`config.mk`:
```
export PLATFORM = sky130hd
export DESIGN_NAME = rv_core_top
export DESIGN_NICKNAME = d
export VERILOG_FILES = /design/src/rv_core_pkg.sv /design/src/fetch_ctrl_if.sv /design/src/decode_if.sv /design/src/rv_fetch_unit.sv /design/src/rv_decoder.sv /design/src/rv_register_file.sv /design/src/rv_execute_stage.sv /design/src/rv_store_port.sv /design/src/rv_core_top.sv
export SDC_FILE = /design/constraint.sdc
export NUM_CORES = 2
export LEC_CHECK = 0
export BUFFER_PORTS_ARGS = -buffer_cell sky130_fd_sc_hd__buf_2
export CAP_MARGIN = 20
export CORE_MARGIN = 1
export CORE_UTILIZATION = 35
export CTS_CLUSTER_SIZE = 24
export DETAILED_ROUTE_END_ITERATION = 10
export PLACE_DENSITY = 0.54
export SYNTH_ARGS = -nofsm -noshare
export SYNTH_HDL_FRONTEND = slang
export SYNTH_SLANG_ARGS = --single-unit
export TNS_END_PERCENT = 100
```
`constraint.sdc`:
```
create_clock -name clock -period 10.48 [get_ports clock]
set_clock_uncertainty 0.2 [all_clocks]
set_input_delay 0.524 -clock clock [delete_from_list [all_inputs] [get_ports clock]]
set_output_delay 0.524 -clock clock [all_outputs]
set_load 0.005 [all_outputs]
```
`src/rv_core_pkg.sv`:
```
// ------------------------------------------------
// Shared types and encodings of the RV32I core,
// imported by every RTL unit and the testbench
// ------------------------------------------------

package rv_core_pkg;

  typedef logic [31:0] word_t;
  typedef logic [4:0]  reg_addr_t;

  // ALU operations executed in stage 2
  typedef enum logic [3:0] {
    ALU_ADD  = 4'd0,
    ALU_SUB  = 4'd1,
    ALU_SLL  = 4'd2,
    ALU_SLT  = 4'd3,
    ALU_SLTU = 4'd4,
    ALU_XOR  = 4'd5,
    ALU_SRL  = 4'd6,
    ALU_SRA  = 4'd7,
    ALU_OR   = 4'd8,
    ALU_AND  = 4'd9
  } alu_op_t;

  // Writeback source
  typedef enum logic {
    WB_ALU       = 1'b0,
    WB_UPPER_IMM = 1'b1
  } wb_sel_t;

  // Major opcodes
  // ------------------------------------------------
  localparam logic [6:0] OPCODE_OP     = 7'b0110011;
  localparam logic [6:0] OPCODE_OP_IMM = 7'b0010011;
  localparam logic [6:0] OPCODE_LUI    = 7'b0110111;
  localparam logic [6:0] OPCODE_STORE  = 7'b0100011;
  localparam logic [6:0] OPCODE_BRANCH = 7'b1100011;

  // funct3 values
  // ------------------------------------------------
  localparam logic [2:0] F3_BEQ     = 3'b000;
  localparam logic [2:0] F3_BNE     = 3'b001;
  localparam logic [2:0] F3_SW      = 3'b010;
  localparam logic [2:0] F3_ADD_SUB = 3'b000;
  localparam logic [2:0] F3_SLL     = 3'b001;
  localparam logic [2:0] F3_SLT     = 3'b010;
  localparam logic [2:0] F3_SLTU    = 3'b011;
  localparam logic [2:0] F3_XOR     = 3'b100;
  localparam logic [2:0] F3_SRL_SRA = 3'b101;
  localparam logic [2:0] F3_OR      = 3'b110;
  localparam logic [2:0] F3_AND     = 3'b111;

  localparam word_t PC_STEP = 32'd4;

endpackage

```
`src/fetch_ctrl_if.sv`:
```
// ------------------------------------------------
// Fetch control bundle between fetch and execute
// ------------------------------------------------

`timescale 1ns/1ps

interface fetch_ctrl_if
  import rv_core_pkg::*;
();

  word_t pc_s1;
  logic  clock_enable;
  logic  take_branch_s1;
  word_t target_address_s1;

  modport fetch (
    output pc_s1,
    output clock_enable,
    input  take_branch_s1,
    input  target_address_s1
  );

  modport execute (
    input  pc_s1,
    input  clock_enable,
    output take_branch_s1,
    output target_address_s1
  );

endinterface

```
`src/decode_if.sv`:
```
// ------------------------------------------------
// Decoded stage-1 control fields, from the decoder
// to the execute stage and the store port
// ------------------------------------------------

`timescale 1ns/1ps

interface decode_if
  import rv_core_pkg::*;
();

  alu_op_t   alu_op;
  wb_sel_t   wb_sel;
  logic      use_imm;
  word_t     immediate;
  reg_addr_t rd_address;
  logic      reg_write;
  logic      branch;
  logic      branch_ne;
  logic      store;

  modport decoder (
    output alu_op, wb_sel, use_imm, immediate, rd_address,
    output reg_write, branch, branch_ne, store
  );

  modport consumer (
    input alu_op, wb_sel, use_imm, immediate, rd_address,
    input reg_write, branch, branch_ne, store
  );

endinterface

```
`src/rv_fetch_unit.sv`:
```
// ------------------------------------------------
// Program counter, instruction bus master and the
// global clock enable of the pipeline
// ------------------------------------------------

`timescale 1ns/1ps

module rv_fetch_unit
  import rv_core_pkg::*;
#(
  parameter word_t BOOT_ADDRESS = 32'h0000_0000
) (
  input  logic  clock,
  input  logic  reset_n,
  input  word_t ibus_rdata,
  input  logic  ibus_rresponse,
  output word_t ibus_address,
  output logic  ibus_rrequest,
  input  logic  store_pending,
  fetch_ctrl_if.fetch ctrl,
  output word_t instruction_s1
);

  // addi x0, x0, 0
  localparam word_t NOP_INSTRUCTION = 32'h0000_0013;

  logic  first_fetch;
  logic  fetch_pending;
  logic  clock_enable;
  word_t pc_s0;
  word_t pc_s1;

  // Pipeline advances only with nothing outstanding on either bus
  assign clock_enable      = !fetch_pending && !store_pending;
  assign ctrl.clock_enable = clock_enable;
  assign ctrl.pc_s1        = pc_s1;

  // Stage 0
  // ------------------------------------------------
  always_comb begin
    if (first_fetch) begin
      pc_s0 = BOOT_ADDRESS;
    end else if (ctrl.take_branch_s1) begin
      pc_s0 = ctrl.target_address_s1;
    end else begin
      pc_s0 = pc_s1 + PC_STEP;
    end
  end

  // The request address is the stage-1 PC, held until the next advance
  assign ibus_address = pc_s1;

  always_ff @(posedge clock) begin
    if (!reset_n) begin
      first_fetch    <= 1'b1;
      fetch_pending  <= 1'b0;
      ibus_rrequest  <= 1'b0;
      pc_s1          <= BOOT_ADDRESS;
      instruction_s1 <= NOP_INSTRUCTION;
    end else begin
      ibus_rrequest <= clock_enable;
      if (clock_enable) begin
        first_fetch    <= 1'b0;
        fetch_pending  <= 1'b1;
        pc_s1          <= pc_s0;
        // Slot is empty until its instruction arrives
        instruction_s1 <= NOP_INSTRUCTION;
      end else if (fetch_pending && ibus_rresponse) begin
        fetch_pending  <= 1'b0;
        instruction_s1 <= ibus_rdata;
      end
    end
  end

  // One fetch in flight at a time
  a_single_fetch : assert property (
    @(posedge clock) disable iff (!reset_n)
    ibus_rrequest |=> (!ibus_rrequest until_with ibus_rresponse)
  );

endmodule

```
`src/rv_decoder.sv`:
```
// ------------------------------------------------
// Stage-1 instruction decoder and immediate builder
// ------------------------------------------------

`timescale 1ns/1ps

module rv_decoder
  import rv_core_pkg::*;
(
  input  word_t     instruction_s1,
  output reg_addr_t rs1_address,
  output reg_addr_t rs2_address,
  decode_if.decoder dec
);

  logic [6:0] opcode;
  logic [2:0] funct3;
  logic       funct7_alt;
  reg_addr_t  rd_field;
  word_t      imm_i;
  word_t      imm_s;
  word_t      imm_b;
  word_t      imm_u;

  // Map funct3 to an ALU operation, sub only for register operands
  function automatic alu_op_t alu_from_funct(
    input logic [2:0] f3,
    input logic       alt,
    input logic       allow_sub
  );
    alu_op_t op;
    case (f3)
      F3_ADD_SUB: op = (alt && allow_sub) ? ALU_SUB : ALU_ADD;
      F3_SLL:     op = ALU_SLL;
      F3_SLT:     op = ALU_SLT;
      F3_SLTU:    op = ALU_SLTU;
      F3_XOR:     op = ALU_XOR;
      F3_SRL_SRA: op = alt ? ALU_SRA : ALU_SRL;
      F3_OR:      op = ALU_OR;
      F3_AND:     op = ALU_AND;
      default:    op = ALU_ADD;
    endcase
    return op;
  endfunction

  // Instruction fields
  assign opcode      = instruction_s1[6:0];
  assign funct3      = instruction_s1[14:12];
  assign funct7_alt  = instruction_s1[30];
  assign rd_field    = instruction_s1[11:7];
  assign rs1_address = instruction_s1[19:15];
  assign rs2_address = instruction_s1[24:20];

  // Immediates
  // ------------------------------------------------
  assign imm_i = {{20{instruction_s1[31]}}, instruction_s1[31:20]};
  assign imm_s = {{20{instruction_s1[31]}}, instruction_s1[31:25], instruction_s1[11:7]};
  assign imm_b = {{19{instruction_s1[31]}}, instruction_s1[31], instruction_s1[7],
                  instruction_s1[30:25], instruction_s1[11:8], 1'b0};
  assign imm_u = {instruction_s1[31:12], 12'h000};

  // Control fields
  // ------------------------------------------------
  always_comb begin
    dec.alu_op     = ALU_ADD;
    dec.wb_sel     = WB_ALU;
    dec.use_imm    = 1'b0;
    dec.immediate  = imm_i;
    dec.rd_address = rd_field;
    dec.reg_write  = 1'b0;
    dec.branch     = 1'b0;
    dec.branch_ne  = 1'b0;
    dec.store      = 1'b0;
    case (opcode)
      OPCODE_OP: begin
        dec.reg_write = 1'b1;
        dec.alu_op    = alu_from_funct(funct3, funct7_alt, 1'b1);
      end
      OPCODE_OP_IMM: begin
        dec.reg_write = 1'b1;
        dec.use_imm   = 1'b1;
        dec.alu_op    = alu_from_funct(funct3, funct7_alt, 1'b0);
      end
      OPCODE_LUI: begin
        dec.reg_write = 1'b1;
        dec.wb_sel    = WB_UPPER_IMM;
        dec.immediate = imm_u;
      end
      OPCODE_STORE: begin
        dec.immediate = imm_s;
        dec.store     = (funct3 == F3_SW);
      end
      OPCODE_BRANCH: begin
        dec.immediate = imm_b;
        dec.branch    = (funct3 == F3_BEQ) || (funct3 == F3_BNE);
        dec.branch_ne = (funct3 == F3_BNE);
      end
      // everything else falls through as a no-op
      default: ;
    endcase
  end

endmodule

```
`src/rv_register_file.sv`:
```
// ------------------------------------------------
// Integer register file, x1 to x31, with bypass
// ------------------------------------------------

`timescale 1ns/1ps

module rv_register_file
  import rv_core_pkg::*;
(
  input  logic      clock,
  input  logic      reset_n,
  input  logic      clock_enable,
  input  reg_addr_t rs1_address,
  input  reg_addr_t rs2_address,
  output word_t     rs1_data,
  output word_t     rs2_data,
  input  reg_addr_t rd_address,
  input  word_t     rd_data,
  input  logic      write_request
);

  word_t registers [1:31];
  logic  write_valid;

  // x0 never written
  assign write_valid = write_request && (rd_address != 5'd0);

  always_ff @(posedge clock) begin
    if (reset_n && clock_enable && write_valid) begin
      registers[rd_address] <= rd_data;
    end
  end

  // Read ports, stage-2 write forwarded to stage 1
  assign rs1_data = (rs1_address == 5'd0)                           ? '0 :
                    (write_valid && (rd_address == rs1_address))   ? rd_data :
                                                                     registers[rs1_address];
  assign rs2_data = (rs2_address == 5'd0)                           ? '0 :
                    (write_valid && (rd_address == rs2_address))   ? rd_data :
                                                                     registers[rs2_address];

endmodule

```
`src/rv_execute_stage.sv`:
```
// ------------------------------------------------
// Branch resolution and address adder in stage 1,
// ALU and writeback selection in stage 2
// ------------------------------------------------

`timescale 1ns/1ps

module rv_execute_stage
  import rv_core_pkg::*;
(
  input  logic      clock,
  input  logic      reset_n,
  fetch_ctrl_if.execute ctrl,
  decode_if.consumer    dec,
  input  word_t     rs1_data,
  input  word_t     rs2_data,
  output reg_addr_t rd_address,
  output word_t     rd_data,
  output logic      write_request,
  output word_t     target_address_s1
);

  logic      operands_equal;
  word_t     adder_base;

  alu_op_t   alu_op_s2;
  wb_sel_t   wb_sel_s2;
  logic      use_imm_s2;
  word_t     immediate_s2;
  reg_addr_t rd_address_s2;
  logic      reg_write_s2;
  word_t     rs1_data_s2;
  word_t     rs2_data_s2;
  word_t     operand_b;
  logic [4:0] shamt;
  word_t     alu_result;

  // Stage 1
  // ------------------------------------------------
  assign operands_equal      = (rs1_data == rs2_data);
  assign ctrl.take_branch_s1 = dec.branch && (dec.branch_ne ? !operands_equal : operands_equal);

  // Store address from rs1, branch target from the PC
  assign adder_base             = dec.store ? rs1_data : ctrl.pc_s1;
  assign target_address_s1      = adder_base + dec.immediate;
  assign ctrl.target_address_s1 = target_address_s1;

  always_ff @(posedge clock) begin
    if (!reset_n) begin
      reg_write_s2 <= 1'b0;
    end else if (ctrl.clock_enable) begin
      reg_write_s2 <= dec.reg_write;
    end
  end

  always_ff @(posedge clock) begin
    if (ctrl.clock_enable) begin
      alu_op_s2     <= dec.alu_op;
      wb_sel_s2     <= dec.wb_sel;
      use_imm_s2    <= dec.use_imm;
      immediate_s2  <= dec.immediate;
      rd_address_s2 <= dec.rd_address;
      rs1_data_s2   <= rs1_data;
      rs2_data_s2   <= rs2_data;
    end
  end

  // Stage 2
  // ------------------------------------------------
  assign operand_b = use_imm_s2 ? immediate_s2 : rs2_data_s2;
  assign shamt     = operand_b[4:0];

  always_comb begin
    case (alu_op_s2)
      ALU_ADD:  alu_result = rs1_data_s2 + operand_b;
      ALU_SUB:  alu_result = rs1_data_s2 - operand_b;
      ALU_SLL:  alu_result = rs1_data_s2 << shamt;
      ALU_SLT:  alu_result = {31'b0, $signed(rs1_data_s2) < $signed(operand_b)};
      ALU_SLTU: alu_result = {31'b0, rs1_data_s2 < operand_b};
      ALU_XOR:  alu_result = rs1_data_s2 ^ operand_b;
      ALU_SRL:  alu_result = rs1_data_s2 >> shamt;
      ALU_SRA:  alu_result = word_t'($signed(rs1_data_s2) >>> shamt);
      ALU_OR:   alu_result = rs1_data_s2 | operand_b;
      ALU_AND:  alu_result = rs1_data_s2 & operand_b;
      default:  alu_result = rs1_data_s2 + operand_b;
    endcase
  end

  assign rd_data       = (wb_sel_s2 == WB_UPPER_IMM) ? immediate_s2 : alu_result;
  assign rd_address    = rd_address_s2;
  assign write_request = reg_write_s2;

endmodule

```
`src/rv_store_port.sv`:
```
// ------------------------------------------------
// Data bus write master, one SW at a time
// ------------------------------------------------

`timescale 1ns/1ps

module rv_store_port
  import rv_core_pkg::*;
(
  input  logic  clock,
  input  logic  reset_n,
  decode_if.consumer dec,
  input  word_t rs2_data,
  input  word_t target_address_s1,
  input  logic  clock_enable,
  input  logic  dbus_wresponse,
  output word_t dbus_address,
  output word_t dbus_wdata,
  output logic  dbus_wrequest,
  output logic  store_pending
);

  logic store_outstanding;
  logic store_done;
  logic issue_store;

  // Issue once per store sitting in stage 1
  assign issue_store   = dec.store && !store_outstanding && !store_done;
  // Holds the pipeline from issue until the response
  assign store_pending = dec.store && !store_done;

  always_ff @(posedge clock) begin
    if (!reset_n) begin
      dbus_wrequest     <= 1'b0;
      store_outstanding <= 1'b0;
      store_done        <= 1'b0;
    end else begin
      dbus_wrequest <= issue_store;
      if (issue_store) begin
        store_outstanding <= 1'b1;
      end else if (dbus_wresponse) begin
        store_outstanding <= 1'b0;
      end
      if (clock_enable) begin
        store_done <= 1'b0;
      end else if (store_outstanding && dbus_wresponse) begin
        store_done <= 1'b1;
      end
    end
  end

  always_ff @(posedge clock) begin
    if (issue_store) begin
      dbus_address <= target_address_s1;
      dbus_wdata   <= rs2_data;
    end
  end

  a_store_stable : assert property (
    @(posedge clock) disable iff (!reset_n)
    (store_outstanding && !dbus_wresponse) |=> ($stable(dbus_address) && $stable(dbus_wdata))
  );

endmodule

```
`src/rv_core_top.sv`:
```
// ------------------------------------------------
// Two-stage RV32I subset core, instruction bus and
// data bus write side as plain ports
// ------------------------------------------------

`timescale 1ns/1ps

module rv_core_top
  import rv_core_pkg::*;
#(
  parameter word_t BOOT_ADDRESS = 32'h0000_0000
) (
  input  logic  clock,
  input  logic  reset_n,
  input  word_t ibus_rdata,
  input  logic  ibus_rresponse,
  output word_t ibus_address,
  output logic  ibus_rrequest,
  input  logic  dbus_wresponse,
  output word_t dbus_address,
  output word_t dbus_wdata,
  output logic  dbus_wrequest
);

  word_t     instruction_s1;
  reg_addr_t rs1_address;
  reg_addr_t rs2_address;
  word_t     rs1_data;
  word_t     rs2_data;
  reg_addr_t rd_address;
  word_t     rd_data;
  logic      write_request;
  word_t     target_address_s1;
  logic      store_pending;

  fetch_ctrl_if ctrl_bus ();
  decode_if     dec_bus ();

  rv_fetch_unit #(
    .BOOT_ADDRESS(BOOT_ADDRESS)
  ) fetch_unit (
    .clock         (clock),
    .reset_n       (reset_n),
    .ibus_rdata    (ibus_rdata),
    .ibus_rresponse(ibus_rresponse),
    .ibus_address  (ibus_address),
    .ibus_rrequest (ibus_rrequest),
    .store_pending (store_pending),
    .ctrl          (ctrl_bus.fetch),
    .instruction_s1(instruction_s1)
  );

  rv_decoder decoder (
    .instruction_s1(instruction_s1),
    .rs1_address   (rs1_address),
    .rs2_address   (rs2_address),
    .dec           (dec_bus.decoder)
  );

  rv_register_file register_file (
    .clock        (clock),
    .reset_n      (reset_n),
    .clock_enable (ctrl_bus.clock_enable),
    .rs1_address  (rs1_address),
    .rs2_address  (rs2_address),
    .rs1_data     (rs1_data),
    .rs2_data     (rs2_data),
    .rd_address   (rd_address),
    .rd_data      (rd_data),
    .write_request(write_request)
  );

  rv_execute_stage execute_stage (
    .clock            (clock),
    .reset_n          (reset_n),
    .ctrl             (ctrl_bus.execute),
    .dec              (dec_bus.consumer),
    .rs1_data         (rs1_data),
    .rs2_data         (rs2_data),
    .rd_address       (rd_address),
    .rd_data          (rd_data),
    .write_request    (write_request),
    .target_address_s1(target_address_s1)
  );

  rv_store_port store_port (
    .clock            (clock),
    .reset_n          (reset_n),
    .dec              (dec_bus.consumer),
    .rs2_data         (rs2_data),
    .target_address_s1(target_address_s1),
    .clock_enable     (ctrl_bus.clock_enable),
    .dbus_wresponse   (dbus_wresponse),
    .dbus_address     (dbus_address),
    .dbus_wdata       (dbus_wdata),
    .dbus_wrequest    (dbus_wrequest),
    .store_pending    (store_pending)
  );

endmodule

```
==> results.py <==
metrics = {
    "logic_synthesis": {
        "mean_instance_size_in_the_synthesized_netlist_um2": 13.98,
        "synthCells": 4978,
        "synth-edff-count": 1163,
        "syn_area_um2": 69580,
        "postSynth.topFlopCell": "sky130_fd_sc_hd__edfxtp_1",
        "yosysWarningCount": 0,
        "yosysUniqueCellTypes": 95,
        "yosysSeqAreaShare_pct": 52.52,
        "mappedNetlistNets": 5172,
        "ys_async_sr_fraction_pct": 0,
        "ys_ff_latch": 1244,
    },
    "cells_and_area": {
        "commonest_cells_after_routing_fill_and_taps_aside": "sky130_fd_sc_hd__edfxtp_1 (1,163), sky130_fd_sc_hd__mux4_2 (556), sky130_fd_sc_hd__nand2_1 (307)",
        "num-nets-final": 5316,
        "area_delta_synth_final_pct": 13.33,
        "layout.cells.most_common": "sky130_fd_sc_hd__edfxtp_1",
        "final_cells": 7869,
        "drive_gt1_share_pct": 23.57,
    },
    "setup_path": {
        "critical_path.startpoint_type": "flip-flop",
        "cp_data_arrival_time_ns": 9.72,
        "cp-end-kind": "flip-flop",
        "critical_path.top_delay_family": "compound AO/OA/AOI/OAI gates",
        "slowest_delay_ns": 0.70,
        "critical_path.n_buffers_inverters": 2,
        "critPathRequiredTime_ns": 10.95,
        "critical_path_class": "flip-flop to flip-flop",
        "critical_path.max_fanout": 36,
        "critical_path.slowest_cell": "sky130_fd_sc_hd__a2111oi_0",
    },
    "global_route": {
        "grt_pass1_wl_um": 379500,
        "grt_util_all_layers_pct": 26.79,
        "grt_pass1_vias": 48550,
        "grt_start_max_net_pins": 116,
        "grt.overflow.total": 0,
        "antenna_found_initial": 15,
    },
    "outcome": {
        "status": "finished, final reports clean",
    },
    "clocking": {
        "clockRootBuffer": "sky130_fd_sc_hd__clkbuf_16",
        "clk_path_buf_depth": 3,
        "cts_inserted_buffers": 137,
        "cts_hold_buf": 34,
        "clkLatencyLatePin_ns": 0.80,
        "cts_tree": "done",
        "path_clk_slew_ns": 0.07,
        "htree_num_levels": 4,
        "cts_resized": 0,
        "cts_post_setup_buffers_inserted": 0,
        "numClockSinks": 1244,
    },
    "floorplanning": {
        "row_count": 163,
        "design.portCount": 134,
        "die-height_um": 447.9,
        "core_area_um2": 197400,
        "dieArea_um2": 200600,
        "initial_utilization_pct": 35.24,
        "die_x_um": 447.9,
    },
    "drt": {
        "remaining_drc_errors": 0,
        "routed-via-count": 49890,
        "drt_wl_total_um": 271600,
        "detail-route-antenna-nets": 0,
        "wl_per_cell_um": 34.51,
        "post_drt_via_cell_ratio": 6.340,
        "drt_iter0_drc": 6389,
        "drt_first_pass_iters": 6,
    },
    "place": {
        "portBuffers": 133,
        "routability_congestion_estimate_from_global_placement": 1.010,
        "dp_hpwl_um": 181300,
        "dpl.cell_count": 7585,
    },
    "sta": {
        "worst_pin_slew_ns": 1.292,
        "max_slew_violation_total_from_the_final_report": 0,
        "finalHoldViolations": 0,
        "slew_headroom_pct": 12.93,
        "post-route-min-period_ns": 9.244,
        "timing.fmax_mhz": 108.2,
        "finalSetupTns_ns": 0,
        "period_share_pct": 88.21,
        "timing.final.setup_violations": 0,
        "rsz0062_at_grt": "false",
    },
    "pwr": {
        "power.static_leakage_nw": 26.18,
        "irDropWorstVdd_mv": 0.1202,
        "cellPowerDensity_nw_per_um2": 158.7,
    },
    "run": {
        "drv.max_cap_violation_count": 0,
    },
    "min_path": {
        "type_of_the_tightest_min_delay_check": "input port to flip-flop",
    },
}
## flip-flops by register name, indices dropped and copies added (netlist names), named ones only
signal / flops
register_file.registers: 992
execute_stage.wb_sel_s2: 1
store_port.dbus_wdata: 32
fetch_unit.ctrl.pc_s1: 32
execute_stage.rd_address: 5
store_port.dbus_address: 32
execute_stage.alu_op_s2: 4
fetch_unit.instruction_s1: 32
fetch_unit.ibus_rrequest: 1
execute_stage.use_imm_s2: 1
execute_stage.rs1_data_s2: 32
fetch_unit.fetch_pending: 1
store_port.store_outstanding: 1
fetch_unit.first_fetch: 1
execute_stage.immediate_s2: 32
execute_stage.rs2_data_s2: 32
store_port.dbus_wrequest: 1
execute_stage.write_request: 1
store_port.store_done: 1
## layer usage
layer  vias to the layer above  global-route usage [%]  wire, µm
met5                         -                       0        46
met4                         6                   11.76     13330
met3                       562                   5.743     25680
met2                      2887                   42.40    126100
met1                     25980                   35.34    106400
li1                      20450                       -         -
## cell usage after synthesis (58+ instances only)
master / n / area share [%]
sky130_fd_sc_hd__clkbuf_1: 188 / 1.0
sky130_fd_sc_hd__dfxtp_1: 81 / 2.3
sky130_fd_sc_hd__mux2i_1: 230 / 3.3
sky130_fd_sc_hd__nor3_1: 71 / 0.51
sky130_fd_sc_hd__a211oi_1: 112 / 1.2
sky130_fd_sc_hd__ha_1: 155 / 2.8
sky130_fd_sc_hd__nand3_1: 61 / 0.44
sky130_fd_sc_hd__inv_1: 124 / 0.67
sky130_fd_sc_hd__mux4_2: 556 / 18
sky130_fd_sc_hd__nand2_1: 308 / 1.7
sky130_fd_sc_hd__nor2_1: 297 / 1.6
sky130_fd_sc_hd__edfxtp_1: 1163 / 50
sky130_fd_sc_hd__nor2b_1: 67 / 0.60
sky130_fd_sc_hd__a21oi_1: 250 / 1.8
sky130_fd_sc_hd__a21o_1: 58 / 0.63
sky130_fd_sc_hd__o21ai_0: 132 / 0.95
sky130_fd_sc_hd__buf_2: 80 / 0.58
## power by group
| group | switching (W) | internal (W) |
|---|---|---|
| Clock | 0.00213 | 0.00271 |
| Combinational | 0.00133 | 0.000572 |
| Sequential | 0.0000871 | 0.00568 |
## kinds of logic (layout without fill, tap and decap cells)
family                     count (synthesis)  after routing  share of synthesized area (%)
and+or+nand+nor                         1082           1082                          7.556
DFF                                     1244           1244                          52.52
xor gates and xnor gates                  85             85                          1.070
other                                      0              2                              0
buffers and inverters                    486            735                          3.035
muxes                                    830            830                          22.08
AOI/OAI and AO/OA                       1093           1093                          10.87
adders and majority gates                158            158                          2.874
## final cells by class
type | instances | area (µm²)
Antenna cell | 2 | 5.005
Clock buffer | 173 | 3667
Clock inverter | 71 | 809.5
Fill cell | 18420 | 118600
Inverter | 132 | 499.2
Multi-Input combinational cell | 3248 | 31310
Sequential cell | 1244 | 36580
Tap cell | 2640 | 3303
Timing Repair Buffer | 359 | 2684
## final timing paths
check,startpoint,to,slack (ns),depth (start not counted)
hold / removal,ibus_rresponse,fetch_unit.instruction_s1[2]$_SDFFE_PP0P_,0.12,5
setup / recovery,execute_stage.use_imm_s2$_DFFE_PP_,fetch_unit.ctrl.pc_s1[29]$_SDFFE_PN0P_,1.24,29
setup reg to reg,execute_stage.use_imm_s2$_DFFE_PP_,fetch_unit.ctrl.pc_s1[29]$_SDFFE_PN0P_,1.24,29
hold reg to reg,fetch_unit.instruction_s1[3]$_SDFFE_PP0P_,fetch_unit.instruction_s1[3]$_SDFFE_PP0P_,0.26,2
## through the flow
step	area, µm²	power (W)	setup WS [ns]	hold WS [ns]	util, %
final	78850	0.01251	1.236	0.1200	39.94
after global routing	78850	0.01285	0.7687	0.1278	39.94
after CTS	78770	0.01251	1.415	0.07536	39.90
after detailed placement	73950	0.007691	1.464	0.2476	37.46
after global placement	73920	0.007683	1.546	0.2437	37.44
after floorplan	69580	0.006920	2.716	0.2299	-
## worst register-to-register path: cells and delay by family (launching register included)
| family | cells | cell delay, ns |
|---|---|---|
| compound gates | 18 | 5.55 |
| xor+xnor | 1 | 0.11 |
| fa+ha+maj | 2 | 0.55 |
| buf+inv | 2 | 0.91 |
| flops | 1 | 0.62 |
| mux | 2 | 0.73 |
| simple gates | 4 | 0.43 |
No activity file was read; power rests on OpenSTA's default activity.
